--- src/mem_geom_pkg.sv ---
package mem_geom_pkg;

  // port counts
  localparam int NUMRDPT = 2;
  localparam int NUMWRPT = 3;

  // bank array, six banks so the bank is not a plain bit field
  localparam int NUMVBNK = 6;
  localparam int BITVBNK = 3;

  // rows per bank
  localparam int NUMVROW = 64;
  localparam int BITVROW = 6;

  // logical address space, banks times rows
  localparam int NUMADDR = NUMVBNK * NUMVROW;
  localparam int BITADDR = 9;

  // physical address is {bank, row}
  localparam int BITPADR = BITVBNK + BITVROW;

endpackage

--- src/mem_timing_pkg.sv ---
package mem_timing_pkg;

  localparam int WIDTH = 32;       // bits per data word

  // cycles from a bank read request to its data
  localparam int SRAM_DELAY = 2;

  typedef logic [WIDTH-1:0] data_t;

endpackage

--- src/sram_bank_1r1w.sv ---
`timescale 1ns/10ps

module sram_bank_1r1w (
  input  logic                             clk,
  input  logic                             rst,
  input  logic                             t1_writeA,
  input  logic [mem_geom_pkg::BITVROW-1:0] t1_addrA,
  input  mem_timing_pkg::data_t            t1_dinA,
  input  logic                             t1_readB,
  input  logic [mem_geom_pkg::BITVROW-1:0] t1_addrB,
  output mem_timing_pkg::data_t            t1_doutB
);

  mem_timing_pkg::data_t mem [mem_geom_pkg::NUMVROW];

  // read data pipeline, stage 0 holds the array word
  mem_timing_pkg::data_t data_q [mem_timing_pkg::SRAM_DELAY];
  logic                  vld_q  [mem_timing_pkg::SRAM_DELAY];

  // storage array, port A write
  always_ff @(posedge clk) begin
    if (t1_writeA) begin
      mem[t1_addrA] <= t1_dinA;
    end
  end

  // port B sees the array before a same-edge write lands
  always_ff @(posedge clk) begin
    if (rst) begin
      for (int k = 0; k < mem_timing_pkg::SRAM_DELAY; k++) begin
        data_q[k] <= '0;
        vld_q[k]  <= 1'b0;
      end
    end else begin
      vld_q[0] <= t1_readB;
      if (t1_readB) begin
        data_q[0] <= mem[t1_addrB];
      end
      for (int k = 1; k < mem_timing_pkg::SRAM_DELAY; k++) begin
        data_q[k] <= data_q[k-1];
        vld_q[k]  <= vld_q[k-1];
      end
    end
  end

  // idle bank drives zero so the return mux sees clean data
  assign t1_doutB = vld_q[mem_timing_pkg::SRAM_DELAY-1] ?
                    data_q[mem_timing_pkg::SRAM_DELAY-1] : '0;

endmodule

--- config.mk ---
export PLATFORM = sky130hd
export DESIGN_NAME = sram_bank_1r1w
export DESIGN_NICKNAME = d
export VERILOG_FILES = /design/src/mem_geom_pkg.sv /design/src/mem_timing_pkg.sv /design/src/sram_bank_1r1w.sv
export SDC_FILE = /design/constraint.sdc
export NUM_CORES = 2
export LEC_CHECK = 0
export BUFFER_PORTS_ARGS = -buffer_cell sky130_fd_sc_hd__buf_2
export CAP_MARGIN = 30
export CORE_MARGIN = 10
export CORE_UTILIZATION = 57
export DETAILED_ROUTE_END_ITERATION = 6
export GPL_ROUTABILITY_DRIVEN = 0
export PLACE_DENSITY = 0.73
export SETUP_SLACK_MARGIN = 0.02
export SYNTH_ARGS = -nofsm -noshare
export SYNTH_HDL_FRONTEND = slang
export SYNTH_SLANG_ARGS = --single-unit
export TNS_END_PERCENT = 100
--- constraint.sdc ---
create_clock -name clk -period 4.9 [get_ports clk]
set_input_delay 1.47 -clock clk [delete_from_list [all_inputs] [get_ports clk]]
set_output_delay 1.47 -clock clk [all_outputs]
set_load 0.03 [all_outputs]
==> flow_summary.yaml <==
worst_setup_path:
  critPathBufInv: 4
  cpPeakStageDelay_ns: 0.74
  startpoint_type: "input port"
  crit_family: "buffers and inverters"
  crit_required_ns: 5.43
  end_kind: "flip-flop"
  critPathMostFrequentCell: "buf_12"
  crit_arrival_ns: 4.37
  critical_path.max_fanout: 37
  cp_slowest_cell: "a31oi_1"
  crit_type: "input port to flip-flop"
  worstPathCellList: "buf_8, buf_12, buf_12, buf_4, mux4_2, mux2i_1, nand2_1, a31oi_1, a21oi_1"
synth:
  synth_area_sq_um: 81200
  yosys.cell_types.count: 56
  synth_edf_count: 2112
  synth_flop_cell: "edfxtp_1"
  synth-async-reset-ratio: 0
  ys_warn_count: 0
  synth_seq_cells: 2114
  syn_area_per_cell_sq_um: 22.7
  ys_seq_area_frac: 0.781
  syn_inst: 3575
finish:
  syn2layout_area_growth_pct: 13.8
  ff_latch_area_sq_um: 63500
  drive_above_1_share: 0.287
  final_cell_mix: "edfxtp_1, mux4_2, clkbuf_16, nand2_1, buf_4"
  multi_input_area_sq_um: 17100
  final_util: 0.653
  fin_cells: 5980
  fin_area_sq_um: 92400
  num-nets-final: 3964
  layout_commonest_cell: "edfxtp_1"
  fillers: 8942
global_route:
  grt_pass1_vias: 40300
  grt_pass1_wl_mm: 302
  grt-ovfl-total: 0
  grt_max_degree: 74
  grt_antenna_before_repair: 20
  track_usage: 0.270
sta:
  period_minus_slack_ns: 3.84
  final.period_utilization: 0.784
  hold_violations: 0
  slew_violations: 0
  slew_headroom: 0.308
  worst_pin_slew_ns: 1.04
  finClkSkew_ns: 0.0313
  setup_viol: 0
  holdWs_ns: 0.447
  fmax_ghz: 0.260
  rsz0062_at_grt: "no"
  setup_slack_ns: 1.06
  tns_ns: 0
clock_network:
  post_cts_buffers: 0
  cts_htree_levels: 4
  path_clk_slew_ns: 0.06
  cts_made_buffers: 199
  cts_buffer_depth: 3
  tritoncts: "yes"
  ctsResizeCount: 0
  cts_root_buf: "clkbuf_16"
  clk_latency_ns: 0.83
  cts_hold_buffers: 0
  cts.sinks: 2114
route:
  wl_per_cell_microns: 35.6
  drt_first_pass_iters: 6
  drc: 0
  routed_via_density: 6.75
  drtAntennaViolNets: 0
  drt_iter0_drc: 6139
  drt-total-wl_mm: 213
  vias: 40400
placement:
  placement.io_buffers: 79
  preCtsSetupSlack_ns: 0.207
  dp_hpwl_mm: 122
  dpl_cell_area_sq_um: 85900
  dp.cells: 5592
floorplan:
  start_util: 0.574
  die_w_microns: 398
  top_level_ports: 80
  fp.coreArea_sq_um: 142000
  fp.dieArea_sq_um: 158000
  fp.dieH_microns: 398
  num_rows: 138
power:
  fin_total_pwr_mw: 37.0
  powerDensity_nw_per_um2: 400
  leakage_nw: 29.4
  vdd_drop_max_mv: 0.396
hold_path:
  worst_hold_path_type: "flip-flop to flip-flop"
outcome:
  outcome: "finished clean"
job:
  cap_viol_max_count: 0
cells in the mapped netlist (all sizes together) (22+ instances only):
library cell / instances / area share
a21oi: 38 / 0.0023
nor2b: 53 / 0.0041
o22ai: 22 / 0.0017
clkbuf: 60 / 0.0028
nand2: 139 / 0.0064
a22oi: 39 / 0.0036
and2: 39 / 0.0030
buf: 130 / 0.012
mux4: 522 / 0.15
nor2: 113 / 0.0052
mux2i: 89 / 0.011
mux2: 23 / 0.0032
edfxtp: 2112 / 0.78
nand3: 33 / 0.0020
registers in the layout, summed over array words and instances (netlist names):
register  count
data_q       64
mem        2048
vld_q         2
kinds of logic after synthesis:
logic type      after synthesis  share of synthesized area
other cells                   1                  0.0000462
simple gates                415                     0.0237
compound gates              217                     0.0196
buf+inv                     194                     0.0154
mux                         634                      0.160
flops                      2114                      0.781
power breakdown:
part	internal, mW	switching (mW)	leakage (nW)
clock network	8.34	6.51	3.06
logic	0.744	1.20	7.22
registers	20.1	0.0847	19.1
total	29.2	7.79	29.4
area by class of cell:
cell class                 instances  share of cell area
inverter                           4            0.000217
antenna                           11            0.000298
multi-input combinational       1298               0.185
timing repair buffer             299              0.0345
sequential                      2114               0.687
tap                             1890              0.0256
clock buffer                     252              0.0580
clock inverter                   112             0.00957
worst paths after layout:
| check | from | endpoint | slack, ns | depth (start not counted) |
|---|---|---|---|---|
| max | t1_addrB[0] | data_q[0][24]$_SDFFCE_PN0P_ | 1.06 | 9 |
| min reg2reg | vld_q[0][0]$_SDFF_PP0_ | vld_q[0][1]$_SDFF_PP0_ | 0.45 | 1 |
| min | vld_q[0][0]$_SDFF_PP0_ | vld_q[0][1]$_SDFF_PP0_ | 0.45 | 1 |
| max reg2reg | mem[63][22]$_DFFE_PP_ | data_q[0][22]$_SDFFCE_PN0P_ | 2.50 | 5 |
layer usage:
metal  share of wire  GRT usage
met1            0.36      0.371
met2            0.48      0.424
met3            0.13     0.0749
met4           0.035     0.0880
met5         0.00049          0
(Power assumes the default switching activity.)
