### src/mem_geom_pkg.sv
package mem_geom_pkg;

  // port counts
  localparam int NUMRDPT = 2;
  localparam int NUMWRPT = 3;

  // bank array, six banks so the bank is not a plain bit field
  localparam int NUMVBNK = 6;
  localparam int BITVBNK = 3;

  // rows per bank
  localparam int NUMVROW = 64;
  localparam int BITVROW = 6;

  // logical address space, banks times rows
  localparam int NUMADDR = NUMVBNK * NUMVROW;
  localparam int BITADDR = 9;

  // physical address is {bank, row}
  localparam int BITPADR = BITVBNK + BITVROW;

endpackage

### src/mem_timing_pkg.sv
package mem_timing_pkg;

  localparam int WIDTH = 32;       // bits per data word

  // cycles from a bank read request to its data
  localparam int SRAM_DELAY = 2;

  typedef logic [WIDTH-1:0] data_t;

endpackage

### src/read_return.sv
`timescale 1ns/10ps

module read_return (
  input  logic                                                   clk,
  input  logic                                                   rst,
  input  logic [mem_geom_pkg::NUMRDPT-1:0]                      rd_accept,
  input  logic [mem_geom_pkg::NUMRDPT*mem_geom_pkg::BITVBNK-1:0] rd_bank,
  input  logic [mem_geom_pkg::NUMRDPT*mem_geom_pkg::BITVROW-1:0] rd_row,
  input  logic [mem_geom_pkg::NUMVBNK*mem_timing_pkg::WIDTH-1:0] t1_doutB,
  output logic [mem_geom_pkg::NUMRDPT-1:0]                      rd_vld,
  output logic [mem_geom_pkg::NUMRDPT*mem_timing_pkg::WIDTH-1:0] rd_dout,
  output logic [mem_geom_pkg::NUMRDPT*mem_geom_pkg::BITPADR-1:0] rd_padr
);

  mem_timing_pkg::data_t bank_dout [mem_geom_pkg::NUMVBNK];

  for (genvar b = 0; b < mem_geom_pkg::NUMVBNK; b++) begin : g_unpack
    assign bank_dout[b] = t1_doutB[b*mem_timing_pkg::WIDTH +: mem_timing_pkg::WIDTH];
  end

  for (genvar p = 0; p < mem_geom_pkg::NUMRDPT; p++) begin : g_port
    // one record per cycle in flight, same depth as the bank pipeline
    logic                             vld_q  [mem_timing_pkg::SRAM_DELAY];
    logic [mem_geom_pkg::BITVBNK-1:0] bank_q [mem_timing_pkg::SRAM_DELAY];
    logic [mem_geom_pkg::BITVROW-1:0] row_q  [mem_timing_pkg::SRAM_DELAY];
    logic [mem_geom_pkg::BITVBNK-1:0] out_bank;
    logic [mem_geom_pkg::BITVROW-1:0] out_row;

    always_ff @(posedge clk) begin
      if (rst) begin
        for (int k = 0; k < mem_timing_pkg::SRAM_DELAY; k++) begin
          vld_q[k] <= 1'b0;
        end
      end else begin
        vld_q[0] <= rd_accept[p];
        for (int k = 1; k < mem_timing_pkg::SRAM_DELAY; k++) begin
          vld_q[k] <= vld_q[k-1];
        end
      end
    end

    always_ff @(posedge clk) begin
      bank_q[0] <= rd_bank[p*mem_geom_pkg::BITVBNK +: mem_geom_pkg::BITVBNK];
      row_q[0]  <= rd_row[p*mem_geom_pkg::BITVROW +: mem_geom_pkg::BITVROW];
      for (int k = 1; k < mem_timing_pkg::SRAM_DELAY; k++) begin
        bank_q[k] <= bank_q[k-1];
        row_q[k]  <= row_q[k-1];
      end
    end

    assign out_bank = bank_q[mem_timing_pkg::SRAM_DELAY-1];
    assign out_row  = row_q[mem_timing_pkg::SRAM_DELAY-1];

    assign rd_vld[p] = vld_q[mem_timing_pkg::SRAM_DELAY-1];
    assign rd_dout[p*mem_timing_pkg::WIDTH +: mem_timing_pkg::WIDTH] =
      bank_dout[out_bank];                                      // bank picked at request time
    assign rd_padr[p*mem_geom_pkg::BITPADR +: mem_geom_pkg::BITPADR] = {out_bank, out_row};
  end

endmodule

### config.mk
export PLATFORM = sky130hd
export DESIGN_NAME = read_return
export DESIGN_NICKNAME = d
export VERILOG_FILES = /design/src/mem_geom_pkg.sv /design/src/mem_timing_pkg.sv /design/src/read_return.sv
export SDC_FILE = /design/constraint.sdc
export NUM_CORES = 1
export LEC_CHECK = 0
export ABC_AREA = 1
export BUFFER_PORTS_ARGS = -buffer_cell sky130_fd_sc_hd__buf_2
export CORE_MARGIN = 4
export CORE_UTILIZATION = 41
export DETAILED_ROUTE_END_ITERATION = 6
export PLACE_DENSITY_LB_ADDON = 0.12
export SETUP_SLACK_MARGIN = 0.3
export SKIP_CTS_REPAIR_TIMING = 1
export SLEW_MARGIN = 0
export SYNTH_ARGS = -nofsm -noshare
export SYNTH_HDL_FRONTEND = slang
export SYNTH_SLANG_ARGS = --single-unit
### constraint.sdc
create_clock -name clk -period 1.1 [get_ports clk]
set_input_delay 0.22 -clock clk [delete_from_list [all_inputs] [get_ports clk]]
set_output_delay 0.22 -clock clk [all_outputs]
set_load 0.03 [all_outputs]
==> results of run 1 <==
==> cell families after synthesis <==
group / share of synthesized area [%]
AND/OR/NAND/NOR: 51.11
buffers and inverters: 23.71
AO/OA/AOI/OAI: 9.444
flip-flops: 15.74
==> registers in the layout, summed over array words and instances, names as in the netlist <==
name,count
g_port.bank_q,12
g_port.row_q,24
g_port.vld_q,4
==> worst paths after layout <==
| kind | startpoint | end | slack (ns) | cells past startpoint |
|---|---|---|---|---|
| min reg2reg | g_port[1].row_q[0][2]$_DFF_P_ | g_port[1].row_q[0][8]$_DFF_P_ | 0.32 | 0 |
| max reg2reg | g_port[1].vld_q[0][0]$_SDFF_PP0_ | g_port[1].vld_q[0][1]$_SDFF_PP0_ | 0.59 | 2 |
| min | rd_row[10] | g_port[1].row_q[0][4]$_DFF_P_ | 0.04 | 1 |
| max | g_port[1].bank_q[0][3]$_DFF_P_ | rd_dout[38] | -0.65 | 7 |
==> cells in the final DEF, fill, tap and decap left out, types with 2 or more instances in the layout <==
cell / netlist / layout
nand2_1: 512 / 381
inv_4: 0 / 3
buf_16: 0 / 2
nand2_2: 0 / 67
buf_12: 0 / 17
dfxtp_2: 0 / 16
dfxtp_4: 0 / 4
buf_4: 28 / 37
inv_1: 166 / 164
buf_6: 12 / 72
nand3_1: 128 / 127
nor2_1: 4 / 4
buf_2: 40 / 215
nand2_4: 0 / 64
buf_8: 0 / 3
clkbuf_16: 0 / 11
inv_2: 4 / 2
nor2_4: 2 / 2
o211ai_1: 64 / 64
clkbuf_4: 0 / 3
dfxtp_1: 40 / 20
==> routing by layer <==
layer	track usage [%]	part of all wire [%]	vias up
met3	3.846	9.3	42
met5	0	0	-
met2	46.34	49	402
met4	6.872	2.1	0
li1	-	-	3590
met1	32.39	39	3104
==> critical path, delay by kind of cell, from the launching register on <==
kind	cells	cell delay (ns)
buffers and inverters	2	0.44
and+or+nand+nor	5	0.35
DFF	1	0.47
==> area by class of cell <==
| cell class | instances | share of cell area (%) |
|---|---|---|
| clock buffer | 6 | 1.656 |
| inverter | 170 | 7.757 |
| sequential | 40 | 9.964 |
| multi-input combinational | 710 | 44.51 |
| antenna | 1 | 0.02983 |
| tap | 168 | 2.506 |
| timing repair buffer | 355 | 33.11 |
| clock inverter | 2 | 0.4624 |
==> metrics by stage <==
| stage | area [µm²] | instances |
|---|---|---|
| after floorplan | 5916 | 1006 |
| after global placement | 7415 | 1429 |
| after detailed placement | 7415 | 1429 |
| after CTS | 7592 | 1437 |
| after global routing | 8388 | 1452 |
| final | 8388 | 1452 |
==> power by group <==
part	internal [mW]	switching [mW]	total, mW
Sequential	1.53	0.0565	1.59
Combinational	1.60	2.16	3.77
Clock	1.13	0.553	1.69
==> reports/metrics.yaml, run 1 <==
final_layout_size_suffix_gt1_share_pct: 40.76
end_kind: "output port"
synth_cell_types: 13
syn_area_mm2: 0.005087
violations: "negative setup slack"
worst_pin_slew_ns: 0.3802
wire_per_inst_um: 15.14
cp.required_ns: 0.88
synth_top_area_share_pct: 37.78
syn_to_final_growth_pct: 64.88
drt-initial-drc-count: 626
period_share_pct: 159.1
fp.dieW_um: 119.4
drc: 0
power.total_mw: 7.042
initial_utilization_pct: 42.18
vdd_ir_drop_max_v: 0.001528
synth_edf_count: 0
cts-root-buf: "clkbuf_16"
rsz0062_at_grt: "true"
grt_pass1_vias: 6410
fillers: 1074
fmax_mhz: 571.5
clk_pin_slew_ns: 0.06
dpl.hpwl_um: 15150
path_max_fanout: 14
crit_top_cell: "nand2_1"
rows: 40
fin_ws_ns: -0.6499
ys_ff_latch: 40
crit_type: "register to output port"
portBuffers: 297
io_pins: 298
num_vias: 7138
setup_viol: 68
crit_path_cell_trace: "buf_4 > nand2_1 > nand3_1 > nand2_1 > nand2_2 > nand2_4 > buf_2"
fp.dieH_um: 119.4
clock-sinks: 40
cts-buffers-inserted: 5
synth_warnings: 0
yosysMostFrequentCell: "nand2_1"
overflow: 0
track_usage_pct: 25.93
drv_cap: 0
syn-num-nets: 1220
viasPerCell: 4.916
ys_top_cells_by_count: "512 x nand2_1, 166 x inv_1, 128 x nand3_1, 64 x o211ai_1"
seq_area_um2: 835.8
clockBufferDepth: 2
fin_hold_ws_ns: 0.04198
synth_area_leader_cell: "nand2_1"
cpPeakStageDelay_ns: 0.47
synth_area_per_cell_um2: 5.057
crit_slowest_cell: "dfxtp_4"
seq_area_frac_synth_pct: 15.74
skew_ns: 0.001541
synth_area_leaders: "nand2_1 38%, dfxtp_1 16%, nand3_1 13%, inv_1 12%, o211ai_1 9.4%"
fin_crit_ns: 1.750
place_ws_ns: -0.3551
ys.flop_type: "dfxtp_1"
max_slew_margin_pct: 74.54
wirelength_um: 21980
cts_max_level: 2
status: "complete, but fails checks"
first_pass_iters: 5
final_util_pct: 69.54
power_leakage_nw: 4.928
syn-instance-count: 1006
ant_nets: 0
cts_tree: "done"
slew_violations: 0
grt_start_max_net_pins: 53
hp-class: "input port to register"
multiInputGateArea_mm2: 0.003734
die_area_mm2: 0.01425
gp_congestion: 0.8580
final.setup.tns_ns: -38.31
crit_path_start_kind: "register"
critPathArrivalTime_ns: 1.53
coreArea_mm2: 0.01206
finalHoldViolCount: 0
clkLatencyLatePin_ns: 0.28
async_reset_ff_share_pct: 0
p_per_area_mw_per_mm2: 839.6
final_nets: 1496
grt_pass1_wl_um: 30920
antenna_found_initial: 1
(Power assumes the default switching activity.)
==> inputs of run 2 (changes only) <==
MAX_ROUTING_LAYER = met4   (was default)
==> reports/metrics.yaml, run 2 (synthesized netlist as in run 1, its figures left out) <==
crit_top_cell: "nand2_1"
ant_nets: 0
grt_pass1_wl_um: 30880
crit_slowest_cell: "dfxtp_4"
drv_cap: 0
critPathArrivalTime_ns: 1.53
setup_viol: 68
fin_ws_ns: -0.6499
status: "complete, but fails checks"
crit_path_start_kind: "register"
dpl_cell_area_mm2: 0.007415
clk_pin_slew_ns: 0.06
hp-class: "input port to register"
crit_type: "register to output port"
cts-root-buf: "clkbuf_16"
io_pins: 298
viasPerCell: 4.937
p_per_area_mw_per_mm2: 841.3
slew_violations: 0
cts_tree: "done"
die_area_mm2: 0.01425
period_share_pct: 159.1
final_cells: 1451
multiInputGateArea_mm2: 0.003736
num_vias: 7164
violations: "negative setup slack"
cpPeakStageDelay_ns: 0.47
swShare_pct: 39.49
grt_pass1_vias: 6411
worst_pin_slew_ns: 0.3780
final_cell_mix: "380 x nand2_1, 215 x buf_2, 164 x inv_1, 127 x nand3_1, 71 x buf_6"
postLayoutCellArea_mm2: 0.008362
wire_per_inst_um: 15.13
switchingPower_mw: 2.778
cp.required_ns: 0.88
p_int_mw: 4.256
p_seq_share_pct: 22.6
initial_utilization_pct: 42.18
end_kind: "output port"
wirelength_um: 21950
clkLatencyLatePin_ns: 0.28
gp_congestion: 0.8717
skew_ns: 0.002416
cts_max_level: 2
syn_to_final_growth_pct: 64.36
overflow: 0
vdd_ir_drop_max_v: 0.001525
rsz0062_at_grt: "true"
p_comb_share_pct: 53.4
power_leakage_nw: 4.915
final_nets: 1495
crit_path_cell_trace: "buf_4 > nand2_1 > nand3_1 > nand2_1 > nand2_2 > nand2_4 > buf_2"
top_regs: "g_port.row_q x24, g_port.bank_q x12, g_port.vld_q x4"
dpl.hpwl_um: 15150
first_pass_iters: 5
drc: 0
grt_start_max_net_pins: 53
clock-sinks: 40
mostFrequentLayoutCell: "nand2_1"
max_slew_margin_pct: 74.69
rows: 40
track_usage_pct: 26.64
fmax_mhz: 571.4
fp.dieH_um: 119.4
dp_cells: 1429
portBuffers: 297
regMostFlops: "g_port.row_q"
clockBufferDepth: 2
reg2regPathDepth: 2
p_clk_share_pct: 24.1
antenna_found_initial: 1
final_layout_size_suffix_gt1_share_pct: 40.80
fillers: 1074
fin_crit_ns: 1.750
finalHoldViolCount: 0
seq_area_um2: 835.8
largest_register_ffs: 24
coreArea_mm2: 0.01206
worstHoldPathCells: 1
cts-buffers-inserted: 5
drt-initial-drc-count: 563
path_max_fanout: 14
fp.dieW_um: 119.4
run 2: layout make-up:
class,count,area share [%]
Multi-Input combinational cell,710,44.68
Timing Repair Buffer,354,32.87
Sequential cell,40,9.996
Inverter,170,7.781
Tap cell,168,2.514
Clock buffer,6,1.661
Clock inverter,2,0.4639
Antenna cell,1,0.02993
run 2: power by group through the flow:
stage / logic (mW) / registers (mW) / clock network, mW
final: 3.75 / 1.59 / 1.69
after floorplan: 2.33 / 1.58 / 0
after global placement: 3.24 / 1.59 / 0
after global routing: 4.03 / 1.59 / 1.78
after detailed placement: 3.26 / 1.60 / 0
after CTS: 3.27 / 1.56 / 1.71
run 2: critical path, delay by kind of cell, from the launching register on:
| kind | cells | cell delay [ns] |
|---|---|---|
| AND/OR/NAND/NOR | 5 | 0.35 |
| flip-flops | 1 | 0.47 |
| buffers and inverters | 2 | 0.43 |
run 2: final timing paths:
kind | slack [ns] | from | end
min | 0.04 | rd_row[3] | g_port[0].row_q[0][3]$_DFF_P_
min reg2reg | 0.32 | g_port[1].row_q[0][2]$_DFF_P_ | g_port[1].row_q[0][8]$_DFF_P_
max reg2reg | 0.59 | g_port[1].vld_q[0][0]$_SDFF_PP0_ | g_port[1].vld_q[0][1]$_SDFF_PP0_
max | -0.65 | g_port[1].bank_q[0][3]$_DFF_P_ | rd_dout[38]
run 2: layer usage:
layer  GRT usage [%]  up-vias  wire length (µm)
li1                -     3583                 -
met1           32.94     3192              8872
met2           46.27      347             10860
met3           2.991       42              1756
met4           6.872        0               465
met5               -        -                 0
run 2: per-stage QoR:
stage	hold WS (ns)	util [%]	setup WS, ns	setup TNS (ns)	total power [mW]
floorplan	0.2477	-	-0.08403	-5.098	3.911
global placement	0.3097	61.47	-0.3199	-19.26	4.834
detailed placement	0.3121	61.47	-0.3551	-19.96	4.855
CTS	0.03649	62.95	-0.6628	-40.48	6.547
global route	0.03393	69.33	-0.7062	-43.26	7.411
finish	0.04066	69.33	-0.6499	-38.38	7.035
==> inputs of run 3 (changes only) <==
clock period = 1.45 ns   (was 1.1 ns; I/O delays follow)
==> reports/metrics.yaml, run 3 (synthesized netlist as in run 1, its figures left out) <==
max_slew_margin_pct: 75.08
cts-root-buf: "clkbuf_16"
worstReg2RegStart: "g_port[1].vld_q[0][0]$_SDFF_PP0_"
wirelength_um: 20860
hp-class: "input port to register"
io_pins: 298
regMostFlops: "g_port.row_q"
clkLatencyLatePin_ns: 0.28
drc: 0
final.setup.tns_ns: -20.29
fmax_mhz: 545.0
cpPeakStageDelay_ns: 0.37
path_max_fanout: 28
clockBufferDepth: 2
gp_congestion: 0.8905
period_share_pct: 126.5
dr_wl_met2_um: 10250
drt-initial-drc-count: 581
antenna_found_initial: 3
drv_cap: 0
crit_slowest_cell: "dfxtp_4"
wl_met3_um: 1569
violations: "negative setup slack"
cts_tree: "done"
worstHoldPathCells: 1
critPathArrivalTime_ns: 1.54
wl_met1_um: 8590
coreArea_mm2: 0.01206
grt_pass1_vias: 6541
initial_utilization_pct: 42.18
status: "complete, but fails checks"
largest_register_ffs: 24
fin_crit_ns: 1.835
slew_violations: 0
rsz0062_at_grt: "true"
finalHoldViolCount: 0
swShare_pct: 39.84
p_comb_share_pct: 52.4
final_util_pct: 66.81
hold_start: "rd_row[7]"
multiInputGateArea_mm2: 0.003824
seq_area_um2: 814.5
final_layout_size_suffix_gt1_share_pct: 41.08
fillers: 1157
cts_max_level: 2
cts-buffers-inserted: 5
wire_per_inst_um: 14.44
reg2regPathDepth: 2
skew_ns: 0.003103
grt_start_max_net_pins: 58
track_usage_pct: 26.81
top_regs: "g_port.row_q x24, g_port.bank_q x12, g_port.vld_q x4"
cp.required_ns: 1.16
die_area_mm2: 0.01425
power_leakage_nw: 4.800
crit_top_cell: "nand2_1"
worst_pin_slew_ns: 0.3738
clk_pin_slew_ns: 0.06
rows: 40
crit_type: "register to output port"
fp.dieW_um: 119.4
dpl.hpwl_um: 15250
crit_path_cell_trace: "inv_2 > buf_12 > nand2_1 > nand3_1 > nand2_1 > nand2_2 > nand2_4 > buf_2"
critPathLaunch: "g_port[1].bank_q[0][3]$_DFF_P_"
grt_pass1_wl_um: 31190
switchingPower_mw: 2.056
fin_ws_ns: -0.3847
final_cell_mix: "367 x nand2_1, 255 x buf_2, 164 x inv_1, 116 x nand3_1, 81 x nand2_2"
crit_path_start_kind: "register"
p_per_area_mw_per_mm2: 640.3
syn_to_final_growth_pct: 58.39
mostFrequentLayoutCell: "nand2_1"
vdd_ir_drop_max_v: 0.001289
p_seq_share_pct: 23.1
setup_viol: 65
portBuffers: 297
num_vias: 7027
overflow: 0
clock-sinks: 40
ant_nets: 0
viasPerCell: 4.866
top_layer: "met4"
p_int_mw: 3.104
p_clk_share_pct: 24.6
end_kind: "output port"
first_pass_iters: 7
fp.dieH_um: 119.4
final_nets: 1486
run 3: changes by cell type in the layout (fill, tap and decap cells not counted), moves of 11 or more:
| cell | before | now |
|---|---|---|
| nand2_2 | 68 | 81 |
| nand3_1 | 127 | 116 |
| dfxtp_1 | 20 | 35 |
| nand2_1 | 380 | 367 |
| buf_4 | 37 | 22 |
| dfxtp_2 | 16 | 2 |
| buf_2 | 215 | 255 |
| nand3_2 | 1 | 12 |
| buf_6 | 71 | 39 |
run 3: power by group through the flow:
| stage | registers, mW | logic (mW) | clock network [mW] |
|---|---|---|---|
| after detailed placement | 1.21 | 2.47 | 0 |
| after floorplan | 1.20 | 1.77 | 0 |
| after global placement | 1.21 | 2.46 | 0 |
| after CTS | 1.19 | 2.48 | 1.29 |
| final | 1.19 | 2.70 | 1.27 |
| after global routing | 1.20 | 2.93 | 1.34 |
run 3: final cells by class:
type                       count  area share (%)
multi-input combinational    710           47.45
timing repair buffer         345           29.49
sequential                    40           10.11
inverter                     170           8.043
tap                          168           2.609
clock buffer                   6           1.724
clock inverter                 2          0.4814
antenna                        3         0.09317
run 3: final timing paths:
| kind | end | slack (ns) |
|---|---|---|
| max | rd_dout[32] | -0.38 |
| min | g_port[1].row_q[0][1]$_DFF_P_ | 0.11 |
| max reg2reg | g_port[1].vld_q[0][1]$_SDFF_PP0_ | 0.92 |
| min reg2reg | g_port[0].bank_q[0][3]$_DFF_P_ | 0.32 |
run 3: stage by stage:
step,cell area [µm²],setup WS (ns),instances,power [mW],hold slack [ns]
floorplan,5916,0.1960,1006,2.967,0.3095
global placement,7395,-0.04140,1428,3.661,0.3095
detailed placement,7395,-0.06327,1428,3.678,0.3120
CTS,7572,-0.3639,1436,4.955,0.1067
global route,8058,-0.4551,1444,5.470,0.1007
finish,8058,-0.3847,1444,5.160,0.1104
run 3: worst max-delay path: cells and delay by family, from the launching register on:
kind	cells	cell delay, ns
buffers and inverters	3	0.50
DFF	1	0.37
and+or+nand+nor	5	0.39
run 3: metal layers:
layer	GRT usage, %	vias up
met4	7.946	0
li1	-	3568
met1	32.59	3101
met5	-	-
met2	46.06	321
met3	3.941	37
